## src/source/pipe_consts.svh

```systemverilog
`ifndef PIPE_CONSTS_SVH
`define PIPE_CONSTS_SVH

////////////////////////////////////////////////////////////////////////////
// Widths shared by the back end stages and the data memory
////////////////////////////////////////////////////////////////////////////

// One machine word that holds data, addresses and the pc
`define PIPE_XLEN 32

// Architectural register index
// Register r0 is never written
`define PIPE_RADDR_W 5

// Depth of the data SRAM in words
// The word index is taken from the address just above the byte offset
`define PIPE_SRAM_WORDS 256

`endif
```

## src/source/pipe_pkg.sv

```systemverilog
`include "pipe_consts.svh"

package pipe_pkg;

    ////////////////////////////////////////////////////////////////////////////
    // Opcodes seen by the execute stage
    ////////////////////////////////////////////////////////////////////////////

    typedef enum logic [3:0] {
        op_add   = 4'd0,
        op_sub   = 4'd1,
        op_and   = 4'd2,
        op_or    = 4'd3,
        op_xor   = 4'd4,
        op_sll   = 4'd5,
        op_srl   = 4'd6,
        op_ld_w  = 4'd7,
        op_ld_h  = 4'd8,
        op_ld_hu = 4'd9,
        op_ld_b  = 4'd10,
        op_ld_bu = 4'd11,
        op_st_w  = 4'd12,
        op_st_h  = 4'd13,
        op_st_b  = 4'd14
    } exe_op_e;

    // Load size and extension, carried into the memory stage
    typedef enum logic [2:0] {
        ld_none = 3'd0,
        ld_w    = 3'd1,
        ld_h    = 3'd2,
        ld_hu   = 3'd3,
        ld_b    = 3'd4,
        ld_bu   = 3'd5
    } load_op_e;

    ////////////////////////////////////////////////////////////////////////////
    // Buses between stages
    ////////////////////////////////////////////////////////////////////////////

    typedef struct packed {
        logic [`PIPE_XLEN-1:0]    pc;
        exe_op_e                  op;
        logic [`PIPE_XLEN-1:0]    src1;
        logic [`PIPE_XLEN-1:0]    src2;     // Also the store data
        logic [`PIPE_XLEN-1:0]    imm;      // Address offset for loads and stores
        logic                     rf_we;
        logic [`PIPE_RADDR_W-1:0] rf_waddr;
    } issue_t;

    typedef struct packed {
        logic [`PIPE_XLEN-1:0]    pc;
        logic                     res_from_mem;
        logic                     rf_we;
        logic [`PIPE_RADDR_W-1:0] rf_waddr;
        logic [`PIPE_XLEN-1:0]    alu_result;   // Holds the address for memory ops
        load_op_e                 load_op;
    } es_to_ms_t;

    typedef struct packed {
        logic [`PIPE_XLEN-1:0]    pc;
        logic                     rf_we;
        logic [`PIPE_RADDR_W-1:0] rf_waddr;
        logic [`PIPE_XLEN-1:0]    rf_wdata;
    } ms_to_ws_t;

    typedef struct packed {
        logic [`PIPE_XLEN-1:0]    pc;
        logic                     rf_we;
        logic [`PIPE_RADDR_W-1:0] rf_waddr;
        logic [`PIPE_XLEN-1:0]    rf_wdata;
    } commit_t;

    typedef struct packed {
        logic                     en;
        logic [`PIPE_XLEN/8-1:0]  wstrb;    // Zero on a read
        logic [`PIPE_XLEN-1:0]    addr;
        logic [`PIPE_XLEN-1:0]    wdata;
    } sram_req_t;

endpackage

```

## src/source/wb_stage.sv

```systemverilog
`include "pipe_consts.svh"

module wb_stage import pipe_pkg::*; (
    input  logic      clk,
    input  logic      resetn,
    input  logic      ms_valid,
    input  ms_to_ws_t ms_bus,
    output logic      allowin,
    input  logic      hold,
    output logic      commit_valid,
    output commit_t   commit
);
    logic                     ws_valid;
    logic [`PIPE_XLEN-1:0]    ws_pc;
    logic                     ws_rf_we;
    logic [`PIPE_RADDR_W-1:0] ws_rf_waddr;
    logic [`PIPE_XLEN-1:0]    ws_rf_wdata;

    ////////////////////////////////////////////////////////////////////////////
    // Valid and hold
    ////////////////////////////////////////////////////////////////////////////

    // An empty stage always accepts, a full one only drains without hold
    assign allowin = ~ws_valid | ~hold;

    always_ff @(posedge clk) begin
        if (!resetn) begin
            ws_valid <= 1'b0;
        end else if (allowin) begin
            ws_valid <= ms_valid;
        end
    end

    always_ff @(posedge clk) begin
        if (ms_valid && allowin) begin
            ws_pc       <= ms_bus.pc;
            ws_rf_we    <= ms_bus.rf_we && (ms_bus.rf_waddr != '0);   // r0 stays zero
            ws_rf_waddr <= ms_bus.rf_waddr;
            ws_rf_wdata <= ms_bus.rf_wdata;
        end
    end

    ////////////////////////////////////////////////////////////////////////////
    // Commit trace
    ////////////////////////////////////////////////////////////////////////////

    assign commit_valid    = ws_valid;
    assign commit.pc       = ws_pc;
    assign commit.rf_we    = ws_rf_we & ws_valid;
    assign commit.rf_waddr = ws_rf_waddr;
    assign commit.rf_wdata = ws_rf_wdata;

endmodule

```

## config.mk

```make
export PLATFORM = sky130hd
export DESIGN_NAME = wb_stage
export DESIGN_NICKNAME = d
export VERILOG_FILES = /design/src/source/pipe_pkg.sv /design/src/source/wb_stage.sv
export VERILOG_INCLUDE_DIRS = /design/src /design/src/source
export SDC_FILE = /design/constraint.sdc
export NUM_CORES = 1
export LEC_CHECK = 0
export BUFFER_PORTS_ARGS = -buffer_cell sky130_fd_sc_hd__buf_2
export CORE_UTILIZATION = 40
export CTS_CLUSTER_DIAMETER = 60
export DETAILED_ROUTE_END_ITERATION = 8
export GPL_ROUTABILITY_DRIVEN = 0
export HOLD_SLACK_MARGIN = 0.1
export PLACE_DENSITY = 0.84
export RECOVER_POWER = 50
export SLEW_MARGIN = 5
export SYNTH_ARGS = -nofsm -noshare
export SYNTH_HDL_FRONTEND = slang
export SYNTH_SLANG_ARGS = --single-unit
```

## constraint.sdc

```tcl
create_clock -name clk -period 4.2 [get_ports clk]
set_input_delay 1.26 -clock clk [delete_from_list [all_inputs] [get_ports clk]]
set_output_delay 1.26 -clock clk [all_outputs]
set_load 0.01 [all_outputs]
```

==> results.cfg <==
[run_status]
status = finished with violations
failed_checks = max-capacitance violations, max-slew violations

[power]
p_leak_nw = 1.33
p_seq_share_pct = 59.2
comb_power_share_pct = 7.8
p_int_mw = 1.14
p_switching_mw = 0.278
power.share.clock_pct = 32.9
power-per-cell-area_mw_per_mm2 = 450
switching_share_pct = 19.6
peakVddDrop_uv = 285
p_total_mw = 1.41

[sta]
finalSetupTns_ns = 0
slew_headroom_pct = -13.4
max_freq_mhz = 313
fin_skew_ns = 0.00527
fin_crit_ns = 3.20
worst_slew_pin_slew_ns = 1.70
finalHoldViolCount = 0
finalCritPeriodShare_pct = 76.1
slew_violations = 29
rsz0062_at_grt = no
setup_viol = 0

[global_route]
grt_overflow = 0
grt_pass1_vias = 1178
grt_usage_pct = 14.0
grt_antenna_before_repair = 0
grt_pass1_wl_um = 5330
grt_max_degree = 29

[flow_run]
cap_violations = 1

[route]
drtIter0Drc = 41
dr.pass1.iters = 4
wl_per_cell_um = 13.1
routed_via_density = 4.26
drt_wl_total_um = 4040
drc = 0
ant_nets = 0
vias = 1307

[yosys]
syn-cell-area_mm2 = 0.00216
synth_flop_cell = edfxtp_1
synth_xor_area_share_pct = 0
avgSynthCellArea_um2 = 27.8
synth.distinct_cells = 8
synth-edff-count = 70
ys_seq_area_share_pct = 98.0
synth_compound_area_share_pct = 0.578
yosys.area_share.simple_pct = 1.39
synthAdderAreaFrac_pct = 0
async_flop_share_pct = 0
yosys-top-cells-count = edfxtp_1 (70), and2_1 (2)
yosys.area.top_type = edfxtp_1
synth_top_family_by_area = simple AND/OR/NAND/NOR gates
netlist_top_cells_area = edfxtp_1 (97%), dfxtp_1 (0.92%), and2_1 (0.58%)
synth_fp_nets = 152
ys_warn_count = 0
synthMuxAreaShare_pct = 0
ys_ff_latch = 71
synth.top_cell.area_share_pct = 97.1
synthMostInstantiatedCell = edfxtp_1
netlist_instances = 78

[die]
die-area_mm2 = 0.00571
pin_count = 146
core_area_mm2 = 0.00517
die_w_um = 75.6
rows = 26
start_util_pct = 41.8
die_h_um = 75.6

[placed_design]
dp_hpwl_um = 3100
io_buffers = 145

[clock_tree]
post_cts_buffers = 0
cts-htree-levels = 3
cts_hold_buf = 0
cts_buffers = 9
clk_pin_slew_ns = 0.07
root_buffer = clkbuf_8
cts_sinks = 71
clockBufferDepth = 2
post_cts_resized = 0
clock_latency_ns = 0.32
cts_tree = yes

[finish]
drive_above_1_share_pct = 62.0
fin_nets = 310
antenna_cells = 0
area_growth_pct = 45.1

[worst_setup_path]
cp_max_fo = 28
arrival_ns = 3.19
critical-path-top-delay-family = simple AND/OR/NAND/NOR gates
worstPathRequired_ns = 4.20
end_kind = flop
critPathKind = in -> reg
critPathMaxStageDelay_ns = 1.27
path_cells = buf_2, nand2_1, and2_0, buf_4
crit_path_start_kind = primary input
slowest_stage = and2_0
crit_buf_inv = 2

[worst_hold_path]
hp-class = reg -> reg
==> through the flow <==
stage | hold slack (ns) | instance area, um^2 | setup slack, ns | instances | util, %
final | 0.541 | 3140 | 1.00 | 307 | 60.7
after detailed placement | 0.537 | 2990 | 1.39 | 295 | 57.9
after floorplan | 0.554 | 2160 | 0.714 | 78 | -
after global routing | 0.595 | 3140 | 0.762 | 307 | 60.7
after global placement | 0.528 | 2990 | 1.39 | 295 | 57.9
after CTS | 0.543 | 3160 | 1.39 | 307 | 61.0
==> final timing paths <==
check                         end          from  slack (ns)  cells after the start
setup / recovery  ws_rf_wdata[14]          hold        1.00                      4
hold / removal       commit_valid  commit_valid        0.54                      2
setup reg to reg  ws_rf_wdata[14]  commit_valid        1.72                      3
hold reg to reg      commit_valid  commit_valid        0.54                      2
==> area by class of cell <==
| type | count | area [um^2] |
|---|---|---|
| clock buffers | 9 | 124 |
| clock inverters | 3 | 38.8 |
| fillers | 395 | 2030 |
| multi-input cells | 7 | 42.5 |
| flip-flops and latches | 71 | 2120 |
| well taps | 70 | 87.6 |
| repair buffers | 147 | 727 |
==> logic make-up after synthesis <==
group,Yosys count
flip-flops,71
AND/OR/NAND/NOR,5
AO/OA/AOI/OAI,2
==> worst min-delay path, delay by kind of cell (launching register included) <==
| family | cells | cell delay (ns) |
|---|---|---|
| flops | 1 | 0.33 |
| simple gates | 1 | 0.05 |
| compound gates | 1 | 0.12 |
==> cell usage in the layout, fill, tap and decap left out <==
master	netlist	layout
a21oi_1	1	1
buf_4	0	2
nor2b_1	1	1
buf_2	0	134
o21a_1	1	1
bufinv_16	0	1
clkbuf_8	0	9
clkinv_1	0	1
nand2_1	1	1
clkbuf_1	0	11
clkinv_2	0	1
edfxtp_1	70	70
dfxtp_1	1	1
and2_1	2	1
and2_0	0	1
or4_1	1	1
==> registers in the layout, summed over array words and instances, names as in the netlist <==
register / flops
ws_rf_wdata: 32
ws_rf_we: 1
commit_valid: 1
ws_rf_waddr: 5
ws_pc: 32
==> metal layers <==
layer	global-route usage [%]	share of wire [%]	vias up
met3	5.56	9.4	8
li1	-	-	623
met5	0	0	-
met1	13.8	37	593
met2	23.9	51	83
met4	9.88	1.7	0
==> power groups by stage <==
stage | Clock, mW | Sequential, mW | Combinational (mW)
2_1_floorplan | 0 | 0.878 | 0.0146
4_1_cts | 0.482 | 0.838 | 0.115
3_3_place_gp | 0 | 0.851 | 0.113
3_5_place_dp | 0 | 0.853 | 0.115
5_1_grt | 0.506 | 0.843 | 0.124
6_report | 0.466 | 0.838 | 0.111
Power figures use the tool's default switching activity.
