### src/source/pipe_consts.svh
`ifndef PIPE_CONSTS_SVH
`define PIPE_CONSTS_SVH

////////////////////////////////////////////////////////////////////////////
// Widths shared by the back end stages and the data memory
////////////////////////////////////////////////////////////////////////////

// One machine word that holds data, addresses and the pc
`define PIPE_XLEN 32

// Architectural register index
// Register r0 is never written
`define PIPE_RADDR_W 5

// Depth of the data SRAM in words
// The word index is taken from the address just above the byte offset
`define PIPE_SRAM_WORDS 256

`endif
### src/source/pipe_pkg.sv
`include "pipe_consts.svh"

package pipe_pkg;

    ////////////////////////////////////////////////////////////////////////////
    // Opcodes seen by the execute stage
    ////////////////////////////////////////////////////////////////////////////

    typedef enum logic [3:0] {
        op_add   = 4'd0,
        op_sub   = 4'd1,
        op_and   = 4'd2,
        op_or    = 4'd3,
        op_xor   = 4'd4,
        op_sll   = 4'd5,
        op_srl   = 4'd6,
        op_ld_w  = 4'd7,
        op_ld_h  = 4'd8,
        op_ld_hu = 4'd9,
        op_ld_b  = 4'd10,
        op_ld_bu = 4'd11,
        op_st_w  = 4'd12,
        op_st_h  = 4'd13,
        op_st_b  = 4'd14
    } exe_op_e;

    // Load size and extension, carried into the memory stage
    typedef enum logic [2:0] {
        ld_none = 3'd0,
        ld_w    = 3'd1,
        ld_h    = 3'd2,
        ld_hu   = 3'd3,
        ld_b    = 3'd4,
        ld_bu   = 3'd5
    } load_op_e;

    ////////////////////////////////////////////////////////////////////////////
    // Buses between stages
    ////////////////////////////////////////////////////////////////////////////

    typedef struct packed {
        logic [`PIPE_XLEN-1:0]    pc;
        exe_op_e                  op;
        logic [`PIPE_XLEN-1:0]    src1;
        logic [`PIPE_XLEN-1:0]    src2;     // Also the store data
        logic [`PIPE_XLEN-1:0]    imm;      // Address offset for loads and stores
        logic                     rf_we;
        logic [`PIPE_RADDR_W-1:0] rf_waddr;
    } issue_t;

    typedef struct packed {
        logic [`PIPE_XLEN-1:0]    pc;
        logic                     res_from_mem;
        logic                     rf_we;
        logic [`PIPE_RADDR_W-1:0] rf_waddr;
        logic [`PIPE_XLEN-1:0]    alu_result;   // Holds the address for memory ops
        load_op_e                 load_op;
    } es_to_ms_t;

    typedef struct packed {
        logic [`PIPE_XLEN-1:0]    pc;
        logic                     rf_we;
        logic [`PIPE_RADDR_W-1:0] rf_waddr;
        logic [`PIPE_XLEN-1:0]    rf_wdata;
    } ms_to_ws_t;

    typedef struct packed {
        logic [`PIPE_XLEN-1:0]    pc;
        logic                     rf_we;
        logic [`PIPE_RADDR_W-1:0] rf_waddr;
        logic [`PIPE_XLEN-1:0]    rf_wdata;
    } commit_t;

    typedef struct packed {
        logic                     en;
        logic [`PIPE_XLEN/8-1:0]  wstrb;    // Zero on a read
        logic [`PIPE_XLEN-1:0]    addr;
        logic [`PIPE_XLEN-1:0]    wdata;
    } sram_req_t;

endpackage

### src/source/load_align.sv
`include "pipe_consts.svh"

module load_align import pipe_pkg::*; (
    input  es_to_ms_t             ms_bus,
    input  logic [`PIPE_XLEN-1:0] rdata,
    output ms_to_ws_t             ws_bus
);
    logic [15:0]           half_val;
    logic [7:0]            byte_val;
    logic [`PIPE_XLEN-1:0] mem_result;

    // The low address bits pick the lane and word loads ignore them
    assign half_val = ms_bus.alu_result[1] ? rdata[31:16] : rdata[15:0];

    always_comb begin
        case (ms_bus.alu_result[1:0])
            2'd0:    byte_val = rdata[7:0];
            2'd1:    byte_val = rdata[15:8];
            2'd2:    byte_val = rdata[23:16];
            default: byte_val = rdata[31:24];
        endcase
    end

    // Only ld_h and ld_b extend the sign
    always_comb begin
        case (ms_bus.load_op)
            ld_w:    mem_result = rdata;
            ld_h:    mem_result = {{(`PIPE_XLEN-16){half_val[15]}}, half_val};
            ld_hu:   mem_result = {{(`PIPE_XLEN-16){1'b0}}, half_val};
            ld_b:    mem_result = {{(`PIPE_XLEN-8){byte_val[7]}}, byte_val};
            ld_bu:   mem_result = {{(`PIPE_XLEN-8){1'b0}}, byte_val};
            default: mem_result = '0;
        endcase
    end

    assign ws_bus.pc       = ms_bus.pc;
    assign ws_bus.rf_we    = ms_bus.rf_we;
    assign ws_bus.rf_waddr = ms_bus.rf_waddr;
    assign ws_bus.rf_wdata = ms_bus.res_from_mem ? mem_result : ms_bus.alu_result;

endmodule

### config.mk
export PLATFORM = sky130hd
export DESIGN_NAME = load_align
export DESIGN_NICKNAME = d
export VERILOG_FILES = /design/src/source/pipe_pkg.sv /design/src/source/load_align.sv
export VERILOG_INCLUDE_DIRS = /design/src /design/src/source
export SDC_FILE = /design/constraint.sdc
export NUM_CORES = 1
export LEC_CHECK = 0
export BUFFER_PORTS_ARGS = -buffer_cell sky130_fd_sc_hd__buf_2
export CAP_MARGIN = 40
export CORE_ASPECT_RATIO = 0.6
export CORE_MARGIN = 4
export CORE_UTILIZATION = 36
export DETAILED_ROUTE_END_ITERATION = 10
export PLACE_DENSITY = 0.92
export SETUP_SLACK_MARGIN = 0.4
export SYNTH_ARGS = -nofsm -noshare
export SYNTH_HDL_FRONTEND = slang
export SYNTH_SLANG_ARGS = --single-unit
### constraint.sdc
create_clock -name vclk -period 2.1
set_clock_uncertainty 0.1 [all_clocks]
set_input_delay 0.21 -clock vclk [all_inputs]
set_output_delay 0.21 -clock vclk [all_outputs]
set_load 0.01 [all_outputs]
==> metrics.txt, run 1 <==
GRT Overall Usage=21.83%; largest net degree at the start of global routing=32; antenna violations before repair=0; Die W=93.03 um; Highest Clock Rate=0.5472 GHz; crit end category=primary output; Hold-fix buffers, CTS=0; Synth area leaders=buf_4 18%, a311o_1 10%, mux4_2 10%, mux2i_1 9.6%, nor2b_1 8.0%; Setup CP Type=in -> out; FF/Latch Area=0 um^2; post-synth top area share=18.27%; number of routed nets with antenna violations=0; Pleak=0.9754 nW; first-iteration detailed-routing DRC count=148; Die Ht=59.02 um; Max Slew Vio Count=0; Worst path top cell family by delay=simple AND/OR/NAND/NOR gates; # port buffers=100; CP required=1790 ps; CLK BUF=0; Power Density=230.8 nW/um^2; type of element launching the critical path=input port; Layout area overhead=32.37%; final setup vio count=0; Initial Util=37.68%; Syn Area/Cell=7.580 um^2; IO Count=176; post-synth design cell area=1561 um^2; final core occ=49.88%; drt total wl=6.120 mm; GRT overflow=0; number of diodes=0; drt pass-1 iters=4; post-synthesis cell type count=35; fin crit period=1828 ps; Overall Power=0.4771 mW; final sequential cell count=0; crit path DAT=1520 ps; Worst Tran Pin Value=401.5 ps; slowest CP cell=or4b_4; first-pass GRT wire length=9.466 mm; vias in the first global route=1775; setup TNS=0 ps; GPL Wtd Cong=0.8602; core area=4144 um^2; worst path cell trace=buf_8 > or4b_4 > o22ai_4 > buf_12 > nor2b_1 > a21oi_1 > buf_2; DIE AREA=5490 um^2; final hold viol count=0; wire length per cell=18.72 um; Synth warnings=0; status=finished, final reports clean; register area share after synthesis=0%; Hold Crit Class=in -> out; maximum vdd drop=0.1145 mV; Buf/Inv on CP=3; RSZ-0062 raised after global routing=true; crit-path max FO=8; Synth Net Count=312; DRC=0; CP max stage delay=550 ps; NumNets Final=375; final worst-path cycle share=87.03%; placement row count=18; MaxCap Viol Count=0; vias=1834; Yosys top cell by area=buf_4; Syn Inst Count=206; vias per std cell=5.609; layout cells sized above 1=54.31%; Detailed Place HPWL=4.606 mm; normalized max-slew margin=73.23%
==> synth_stat cells, types with 2 or more instances <==
master,instances
mux4_2,7
nand3_1,8
o2bb2ai_1,7
clkbuf_1,8
o22ai_1,9
nor2b_1,20
o221ai_1,7
inv_1,16
buf_6,4
buf_2,5
a21oi_1,15
a311o_1,16
o21ai_0,2
mux2i_1,15
nor2_1,10
buf_4,38
==> metal layers <==
metal	GRT usage, %	wire, um	part of all wire [%]	vias to the layer above
met5	0	0	0	-
met4	1.879	57	0.93	0
met3	4.061	581	9.5	8
met2	36.23	2688	44	118
met1	30.97	2793	46	847
li1	-	-	-	861
==> through the flow <==
| stage | hold WS (ps) | instance area [um^2] | cells | setup slack, ps |
|---|---|---|---|---|
| floorplan | 411.8 | 1562 | 206 | 402.8 |
| global placement | 320.1 | 1821 | 318 | 162.5 |
| detailed placement | 320.1 | 1828 | 319 | 156.0 |
| CTS | 320.1 | 2051 | 327 | 335.8 |
| global route | 320.0 | 2067 | 327 | 224.2 |
| finish | 320.0 | 2067 | 327 | 272.3 |
==> where the power goes <==
| group | switching [mW] | internal, mW |
|---|---|---|
| Sequential | 0 | 0 |
| Clock | 0 | 0 |
| Combinational | 0.242 | 0.235 |
==> cell type report <==
cell class,count,area [um^2]
Tap cell,60,75.07
Inverter,17,68.82
Fill cell,437,2077
Timing Repair Buffer,116,701.9
Multi-Input combinational cell,134,1221
==> cell families after synthesis <==
logic type	count (synthesis)	share of synthesized area (%)
buf+inv	73	29.01
compound gates	64	32.21
simple gates	46	17.63
mux	23	21.15
==> path summary, 6_finish.rpt <==
check	startpoint	to	slack [ps]	depth (start not counted)
setup / recovery	ms_bus[0]	ws_bus[15]	270	7
hold / removal	ms_bus[50]	ws_bus[46]	320	0
==> cells in the final DEF (no fill, tap or decap), drive strengths merged, types with 8 or more instances in the layout <==
| cell | n |
|---|---|
| a21oi | 15 |
| nor2 | 10 |
| buf | 116 |
| mux2i | 16 |
| nand3 | 8 |
| nor2b | 21 |
| o22ai | 10 |
| inv | 15 |
| a311o | 16 |
==> repair_timing <==
| item | 4_1_cts | 5_1_grt |
|---|---|---|
| pin swaps | 7 | 1 |
| resized for setup | 35 | 3 |
| setup buffers | 7 | 0 |
| hold endpoints to repair | 0 | 0 |
| setup endpoints to repair | 32 | 28 |
| cloned | 1 | 0 |
Note: power is estimated with default switching activity, not from simulation.
==> run 2: changes to the inputs <==
Settings changed: PLACE_DENSITY 0.92 to 0.86.
==> run 2 against run 1 <==
Effect of this change:
- cell count increased by 1.2%
- utilization decreased by 0.15 points
- maximum frequency decreased by 1.5%
- routed wire length decreased by 1.7%
- largest cell class unchanged
- highest routed layer unchanged
==> metrics.txt, run 2 (same netlist as run 1, synthesis figures left out) <==
status=finished, final reports clean; # port buffers=100; fin crit period=1855 ps; core area=4144 um^2; IO Count=176; NumNets Final=379; crit-path max FO=4; largest net degree at the start of global routing=37; vias in the first global route=1589; FF/Latch Area=0 um^2; placement row count=18; Hold-fix buffers, CTS=0; crit end category=primary output; grt peak-use layer=met2; DIE AREA=5490 um^2; M3 GR Usage=6.345%; antenna violations before repair=0; post-place instance area=1815 um^2; final setup vio count=0; Power Density=228.3 nW/um^2; first-pass GRT wire length=8.424 mm; drt pass-1 iters=4; type of element launching the critical path=input port; vias=1879; Max Slew Vio Count=0; Initial Util=37.68%; number of diodes=0; commonest non-fill, non-tap cell in the layout=buf_2; Die Ht=59.02 um; maximum vdd drop=0.1189 mV; setup TNS=0 ps; worst hold slack=320.0 ps; Setup CP Type=in -> out; Worst Setup SP=ms_bus[3]; wire length per cell=18.18 um; normalized max-slew margin=66.60%; most frequent cells in the layout=95 x buf_2, 20 x nor2b_1, 17 x buf_4; number of routed nets with antenna violations=0; hold_sp=ms_bus[66]; drt total wl=6.016 mm; CP required=1790 ps; layout cells sized above 1=53.87%; DRC=0; Overall Power=0.4705 mW; final worst-path cycle share=88.32%; met1 Usage GRT=27.53%; Die W=93.03 um; final hold viol count=0; crit path DAT=1540 ps; CLK BUF=0; first-iteration detailed-routing DRC count=111; Highest Clock Rate=0.5391 GHz; Worst Tran Pin Value=500.5 ps; fin area=2061 um^2; GRT Overall Usage=19.32%; GR Layer Usage met2=29.58%; Detailed Place HPWL=4.493 mm; final sequential cell count=0; GPL Wtd Cong=0.8053; Hold Crit Class=in -> out; GRT overflow=0; MaxCap Viol Count=0; Pleak=0.9918 nW; RSZ-0062 raised after global routing=true; vias per std cell=5.677; Layout area overhead=31.97%
-- run 2: path summary, 6_finish.rpt --
path,end,slack (ps),cells after the start
hold / removal,ws_bus[62],320,0
setup / recovery,ws_bus[12],250,7
-- run 2: area by class of cell --
type               instances  area [um^2]
multi-input cells        134         1210
inverters                 17        65.06
fillers                  420         2083
repair buffers           120        710.7
well taps                 60        75.07
-- run 2: metrics by stage --
step | utilization, % | setup slack, ps | cells
2_1_floorplan | - | 402.8 | 206
3_3_place_gp | 43.63 | 149.6 | 318
3_5_place_dp | 43.81 | 187.5 | 319
4_1_cts | 47.98 | 300.8 | 327
5_1_grt | 49.73 | 188.3 | 331
6_report | 49.73 | 245.2 | 331
-- run 2: critical path: stages --
cell	delay, ps
buf_12	100
or4b_4	560
o22ai_4	170
buf_4	170
a21oi_1	60
o22ai_1	130
buf_2	150
-- run 2: what timing repair did --
| action | in CTS | in global routing |
|---|---|---|
| setup buffers | 7 | 4 |
| setup endpoints to repair | 32 | 27 |
| resized for setup | 27 | 10 |
| pin swaps | 10 | 4 |
| cloned | 1 | 0 |
-- run 2: power by group --
part | switching (mW) | leakage, nW | internal [mW]
Combinational | 0.237 | 0.992 | 0.234
Clock | 0 | 0 | 0
Sequential | 0 | 0 | 0
Total | 0.237 | 0.992 | 0.234
-- run 2: per-layer routing --
metal	vias to the layer above	routed length, um
li1	868	-
met1	872	2747
met2	133	2570
met3	6	676
met4	0	21
met5	-	0
