<file path="src/source/pipe_consts.svh">
`ifndef PIPE_CONSTS_SVH
`define PIPE_CONSTS_SVH

////////////////////////////////////////////////////////////////////////////
// Widths shared by the back end stages and the data memory
////////////////////////////////////////////////////////////////////////////

// One machine word that holds data, addresses and the pc
`define PIPE_XLEN 32

// Architectural register index
// Register r0 is never written
`define PIPE_RADDR_W 5

// Depth of the data SRAM in words
// The word index is taken from the address just above the byte offset
`define PIPE_SRAM_WORDS 256

`endif
</file>
<file path="src/source/pipe_pkg.sv">
`include "pipe_consts.svh"

package pipe_pkg;

    ////////////////////////////////////////////////////////////////////////////
    // Opcodes seen by the execute stage
    ////////////////////////////////////////////////////////////////////////////

    typedef enum logic [3:0] {
        op_add   = 4'd0,
        op_sub   = 4'd1,
        op_and   = 4'd2,
        op_or    = 4'd3,
        op_xor   = 4'd4,
        op_sll   = 4'd5,
        op_srl   = 4'd6,
        op_ld_w  = 4'd7,
        op_ld_h  = 4'd8,
        op_ld_hu = 4'd9,
        op_ld_b  = 4'd10,
        op_ld_bu = 4'd11,
        op_st_w  = 4'd12,
        op_st_h  = 4'd13,
        op_st_b  = 4'd14
    } exe_op_e;

    // Load size and extension, carried into the memory stage
    typedef enum logic [2:0] {
        ld_none = 3'd0,
        ld_w    = 3'd1,
        ld_h    = 3'd2,
        ld_hu   = 3'd3,
        ld_b    = 3'd4,
        ld_bu   = 3'd5
    } load_op_e;

    ////////////////////////////////////////////////////////////////////////////
    // Buses between stages
    ////////////////////////////////////////////////////////////////////////////

    typedef struct packed {
        logic [`PIPE_XLEN-1:0]    pc;
        exe_op_e                  op;
        logic [`PIPE_XLEN-1:0]    src1;
        logic [`PIPE_XLEN-1:0]    src2;     // Also the store data
        logic [`PIPE_XLEN-1:0]    imm;      // Address offset for loads and stores
        logic                     rf_we;
        logic [`PIPE_RADDR_W-1:0] rf_waddr;
    } issue_t;

    typedef struct packed {
        logic [`PIPE_XLEN-1:0]    pc;
        logic                     res_from_mem;
        logic                     rf_we;
        logic [`PIPE_RADDR_W-1:0] rf_waddr;
        logic [`PIPE_XLEN-1:0]    alu_result;   // Holds the address for memory ops
        load_op_e                 load_op;
    } es_to_ms_t;

    typedef struct packed {
        logic [`PIPE_XLEN-1:0]    pc;
        logic                     rf_we;
        logic [`PIPE_RADDR_W-1:0] rf_waddr;
        logic [`PIPE_XLEN-1:0]    rf_wdata;
    } ms_to_ws_t;

    typedef struct packed {
        logic [`PIPE_XLEN-1:0]    pc;
        logic                     rf_we;
        logic [`PIPE_RADDR_W-1:0] rf_waddr;
        logic [`PIPE_XLEN-1:0]    rf_wdata;
    } commit_t;

    typedef struct packed {
        logic                     en;
        logic [`PIPE_XLEN/8-1:0]  wstrb;    // Zero on a read
        logic [`PIPE_XLEN-1:0]    addr;
        logic [`PIPE_XLEN-1:0]    wdata;
    } sram_req_t;

endpackage

</file>
<file path="src/source/mem_stage.sv">
`include "pipe_consts.svh"

module mem_stage import pipe_pkg::*; (
    input  logic      clk,
    input  logic      resetn,
    input  logic      es_valid,
    input  es_to_ms_t es_bus,
    output logic      allowin,
    input  logic      ws_allowin,
    output logic      out_valid,
    output es_to_ms_t out_bus
);
    logic      ms_valid;
    logic      ready_go;
    es_to_ms_t ms_bus;

    ////////////////////////////////////////////////////////////////////////////
    // Valid and allowin
    ////////////////////////////////////////////////////////////////////////////

    // SRAM data is already back by the time the item sits here
    assign ready_go  = 1'b1;
    assign allowin   = ~ms_valid | (ready_go & ws_allowin);
    assign out_valid = ms_valid & ready_go;

    always_ff @(posedge clk) begin
        if (!resetn) begin
            ms_valid <= 1'b0;
        end else if (allowin) begin
            ms_valid <= es_valid;
        end
    end

    ////////////////////////////////////////////////////////////////////////////
    // Stage register
    ////////////////////////////////////////////////////////////////////////////

    always_ff @(posedge clk) begin
        if (!resetn) begin
            ms_bus <= '0;
        end else if (es_valid && allowin) begin
            ms_bus <= es_bus;
        end
    end

    // An empty stage never asks for a register write
    always_comb begin
        out_bus       = ms_bus;
        out_bus.rf_we = ms_bus.rf_we & ms_valid;
    end

endmodule

</file>
<file path="config.mk">
export PLATFORM = sky130hd
export DESIGN_NAME = mem_stage
export DESIGN_NICKNAME = d
export VERILOG_FILES = /design/src/source/pipe_pkg.sv /design/src/source/mem_stage.sv
export VERILOG_INCLUDE_DIRS = /design/src /design/src/source
export SDC_FILE = /design/constraint.sdc
export NUM_CORES = 1
export LEC_CHECK = 0
export BUFFER_PORTS_ARGS = -buffer_cell sky130_fd_sc_hd__buf_2
export CAP_MARGIN = 10
export CORE_ASPECT_RATIO = 0.8
export CORE_MARGIN = 2
export CORE_UTILIZATION = 43
export CTS_CLUSTER_SIZE = 10
export DETAILED_ROUTE_END_ITERATION = 7
export PLACE_DENSITY = 0.76
export SETUP_SLACK_MARGIN = 0.4
export SLEW_MARGIN = 40
export SYNTH_ARGS = -nofsm -noshare
export SYNTH_HDL_FRONTEND = slang
export SYNTH_SLANG_ARGS = --single-unit
</file>
<file path="constraint.sdc">
create_clock -name clk -period 1.3 [get_ports clk]
set_clock_uncertainty 0.2 [all_clocks]
set_input_delay 0.13 -clock clk [delete_from_list [all_inputs] [get_ports clk]]
set_output_delay 0.13 -clock clk [all_outputs]
set_load 0.1 [all_outputs]
</file>
==> impl_metrics.prom <==
# TYPE chip_impl_metric gauge
chip_impl_metric{name="die_height",unit="um"} 85.20
chip_impl_metric{name="cts-buffers-inserted",unit=""} 9
chip_impl_metric{name="n_antenna_cell",unit=""} 0
chip_impl_metric{name="worst-endpoint-required",unit="ps"} 1350
chip_impl_metric{name="setup-violations-final",unit=""} 77
chip_impl_metric{name="clkLatencyLatePin",unit="ps"} 340
chip_impl_info{name="type_of_the_worst_setup_path",value="reg2reg"} 1
chip_impl_info{name="netlist_top_cells_count",value="148 x sky130_fd_sc_hd__nand2_1, 75 x sky130_fd_sc_hd__buf_4, 75 x sky130_fd_sc_hd__dfxtp_1"} 1
chip_impl_metric{name="start_util",unit="%"} 44.59
chip_impl_metric{name="power_frac_clock",unit="%"} 27.1
chip_impl_metric{name="netlist-cell-type-count",unit=""} 12
chip_impl_metric{name="drt-pass1-iter-count",unit=""} 4
chip_impl_info{name="synthFlopType",value="sky130_fd_sc_hd__dfxtp_1"} 1
chip_impl_metric{name="die_width",unit="um"} 105.5
chip_impl_metric{name="dp_hpwl",unit="mm"} 6.178
chip_impl_metric{name="final_design_area_no_fill",unit="mm2"} 0.006496
chip_impl_metric{name="grt_pass1_wl",unit="mm"} 16.44
chip_impl_metric{name="route.antenna.remaining_nets",unit=""} 0
chip_impl_metric{name="pwr-share-comb",unit="%"} 36.8
chip_impl_metric{name="seq_area_frac_synth",unit="%"} 42.37
chip_impl_metric{name="synth_enable_flop_cells",unit=""} 0
chip_impl_metric{name="finalMaxSlewViolations",unit=""} 0
chip_impl_metric{name="vias_per_cell",unit=""} 4.674
chip_impl_metric{name="tightest_slew",unit="ps"} 216.0
chip_impl_info{name="status",value="complete, but fails checks"} 1
chip_impl_metric{name="clockBufferDepth",unit=""} 2
chip_impl_metric{name="avgSynthCellArea",unit="um2"} 8.858
chip_impl_metric{name="power.internal",unit="uW"} 4689
chip_impl_metric{name="switching_share",unit="%"} 36.11
chip_impl_metric{name="dieArea",unit="mm2"} 0.008987
chip_impl_metric{name="core",unit="mm2"} 0.007946
chip_impl_metric{name="headroom_to_the_max_slew_limit",unit="%"} 85.19
chip_impl_info{name="synth.most_common_cell",value="sky130_fd_sc_hd__nand2_1"} 1
chip_impl_metric{name="hold_viol",unit=""} 7
chip_impl_metric{name="detail_route.wl_per_cell",unit="um"} 16.92
chip_impl_info{name="critical_path.slowest_cell",value="sky130_fd_sc_hd__dfxtp_4"} 1
chip_impl_metric{name="fp-row-count",unit=""} 29
chip_impl_metric{name="finalWorstPathRequiredPeriod",unit="ps"} 1525
chip_impl_info{name="ordered_cell_list_for_the_critical_path",value="buf_6 -> nand2b_4 -> and2_4 -> buf_12 -> mux2i_1"} 1
chip_impl_metric{name="syn2layout_area_growth",unit="%"} 83.33
chip_impl_metric{name="drive_gt1_share",unit="%"} 50.42
chip_impl_metric{name="worst_vdd_rail_ir_drop",unit="mV"} 0.9262
chip_impl_metric{name="hold_ws",unit="ps"} -127.0
chip_impl_metric{name="yosysWarnings",unit=""} 0
chip_impl_metric{name="timing.critical_path.slowest_cell_delay",unit="ps"} 350
chip_impl_metric{name="max_cap_violation_count",unit=""} 0
chip_impl_metric{name="cts_hold_buffers",unit=""} 73
chip_impl_info{name="netlist_top_cells_area",value="sky130_fd_sc_hd__dfxtp_1 42%, sky130_fd_sc_hd__mux2i_1 21%, sky130_fd_sc_hd__buf_4 16%, sky130_fd_sc_hd__nand2_1 16%, sky130_fd_sc_hd__buf_6 2.2%"} 1
chip_impl_metric{name="power.sequential.fraction",unit="%"} 36.0
chip_impl_metric{name="p_leak",unit="uW"} 0.002967
chip_impl_metric{name="post_route_clock_period_utilization",unit="%"} 117.3
chip_impl_metric{name="detail_route.drc_violations",unit=""} 0
chip_impl_metric{name="power.switching",unit="uW"} 2650
chip_impl_metric{name="number_of_sinks_handled_by_clock_tree_synthesis",unit=""} 75
chip_impl_metric{name="design_power_total",unit="uW"} 7339
chip_impl_metric{name="grt_max_degree",unit=""} 60
chip_impl_metric{name="iter_0_drt_violations",unit=""} 80
chip_impl_metric{name="via_count_of_the_first_global_routing_pass",unit=""} 3357
chip_impl_metric{name="crit_arrival",unit="ps"} 1580
chip_impl_info{name="tritoncts",value="done"} 1
chip_impl_metric{name="postSynth.asyncResetShare",unit="%"} 0
chip_impl_metric{name="port_buffers",unit=""} 153
chip_impl_metric{name="io-pin-count",unit=""} 154
chip_impl_metric{name="critical_path.max_fanout",unit=""} 8
chip_impl_metric{name="path_clk_slew",unit="ps"} 90
chip_impl_metric{name="worst_slack_placed",unit="ps"} -39.34
chip_impl_metric{name="vias",unit=""} 3267
chip_impl_metric{name="grt_antenna_before_repair",unit=""} 0
chip_impl_metric{name="overflow",unit=""} 0
chip_impl_info{name="hp-class",value="in2reg"} 1
chip_impl_metric{name="number_of_flip_flops_and_latches_in_the_synthesized_netlist",unit=""} 75
chip_impl_metric{name="detail_route.wirelength",unit="mm"} 11.83
chip_impl_metric{name="syn-num-nets",unit=""} 478
chip_impl_metric{name="setup_slack_of_the_critical_path_after_layout",unit="ps"} -224.6
chip_impl_metric{name="fillers",unit=""} 414
chip_impl_info{name="kind_of_end_point_of_the_critical_path",value="flop"} 1
chip_impl_metric{name="netlist_area",unit="mm2"} 0.003543
chip_impl_info{name="cp-start-kind",value="flop"} 1
chip_impl_metric{name="place.gp.congestion",unit=""} 0.7386
chip_impl_metric{name="dpl-instance-area",unit="mm2"} 0.005047
chip_impl_metric{name="gr-usage-all-layers",unit="%"} 23.38
chip_impl_metric{name="power_per_cell_area",unit="mW/mm2"} 1130
chip_impl_info{name="failing_checks",value="hold timing, setup timing"} 1
chip_impl_metric{name="htree_levels",unit=""} 3
chip_impl_metric{name="synth.top_cell.area_share",unit="%"} 42.37
chip_impl_metric{name="finish.net_count",unit=""} 664
chip_impl_metric{name="clock.fmax",unit="GHz"} 0.6559
chip_impl_info{name="unrepaired_setup_endpoints_after_global_routing",value="yes"} 1
chip_impl_info{name="netlist.top_cell.by_area",value="sky130_fd_sc_hd__dfxtp_1"} 1
chip_impl_metric{name="post_synth_inst_count",unit=""} 400
chip_impl_metric{name="finalCoreUtilization",unit="%"} 81.75
chip_impl_info{name="clock_tree_root_buffer_cell",value="sky130_fd_sc_hd__clkbuf_8"} 1
cells in the final DEF (no fill, tap or decap):
cell                            Yosys  layout
sky130_fd_sc_hd__a21boi_1           1       1
sky130_fd_sc_hd__mux2i_4            0       1
sky130_fd_sc_hd__buf_4             75      30
sky130_fd_sc_hd__buf_8              0       1
sky130_fd_sc_hd__clkbuf_1          13       1
sky130_fd_sc_hd__dfxtp_1           75       1
sky130_fd_sc_hd__clkinvlp_4         0       1
sky130_fd_sc_hd__dlygate4sd3_1      0      73
sky130_fd_sc_hd__clkbuf_8           0       9
sky130_fd_sc_hd__mux2i_1           74      68
sky130_fd_sc_hd__buf_2              3      76
sky130_fd_sc_hd__mux2i_2            0       5
sky130_fd_sc_hd__nand2b_4           1       1
sky130_fd_sc_hd__clkinv_2           0       1
sky130_fd_sc_hd__nand2_1          148     148
sky130_fd_sc_hd__buf_6              7       6
sky130_fd_sc_hd__dfxtp_2            0      70
sky130_fd_sc_hd__buf_12             0      82
sky130_fd_sc_hd__clkinv_4           0       2
sky130_fd_sc_hd__dfxtp_4            0       4
sky130_fd_sc_hd__and2_4             1       3
sky130_fd_sc_hd__bufinv_16          0       2
sky130_fd_sc_hd__clkbuf_16          0       4
sky130_fd_sc_hd__inv_1              1       1
worst max-delay path, delay by kind of cell, from the launching register on:
family	cells	cell delay, ps
buf+inv	2	280
flops	1	350
mux	1	260
simple gates	2	330
timing repair:
| item | CTS | global route |
|---|---|---|
| setup buffers | 11 | 18 |
| hold endpoints to repair | 75 | 7 |
| pin swaps | 1 | 3 |
| cloned | 0 | 5 |
| gates resized for setup | 79 | 14 |
| setup endpoints to repair | 151 | 151 |
state kept, by name, indices dropped and copies added (netlist names):
name	count
out_bus	73
ms_bus	1
out_valid	1
metal layers:
| layer | track usage, % | vias to the layer above | part of all wire [%] |
|---|---|---|---|
| li1 | - | 1562 | - |
| met5 | 0 | - | 0 |
| met3 | 7.834 | 27 | 6.3 |
| met1 | 22.91 | 1556 | 36 |
| met2 | 46.80 | 122 | 55 |
| met4 | 6.100 | 0 | 2.2 |
cell families after synthesis:
group / Yosys count / synth area share (%)
AO/OA/AOI/OAI: 1 / 0.2119
AND/OR/NAND/NOR: 151 / 16.49
buffers and inverters: 99 / 20.02
multiplexers: 74 / 20.90
flip-flops: 75 / 42.37
metrics by stage:
stage | std cells | TNS (ps)
global route | 699 | -13750
CTS | 676 | -9234
detailed placement | 576 | -423.4
floorplan | 400 | -30670
global placement | 576 | 0
finish | 699 | -10530
power groups by stage:
stage               Combinational, uW  Clock, uW  Sequential (uW)
CTS                              2530       2030             2640
finish                           2700       1990             2650
floorplan                        1780          0             2600
global route                     2780       2120             2660
global placement                 2270          0             2650
detailed placement               2310          0             2670
area by class of cell:
type	instances	area (um2)	area share (%)
multi-input combinational	227	1375	21.17
tap	108	135.1	2.080
timing repair buffer	272	3161	48.65
sequential	75	1604	24.69
inverter	1	3.754	0.05778
clock inverter	6	90.09	1.387
clock buffer	10	127.6	1.965
path summary, 6_finish.rpt:
check             depth (start not counted)       start  slack, ps           to
setup reg to reg                          5   out_valid       -220   out_bus[7]
hold reg to reg                           2  ms_bus[40]        270   ms_bus[40]
setup / recovery                          5   out_valid       -220   out_bus[7]
hold / removal                            3  es_bus[65]       -130  out_bus[65]
Power figures use the tool's default switching activity.
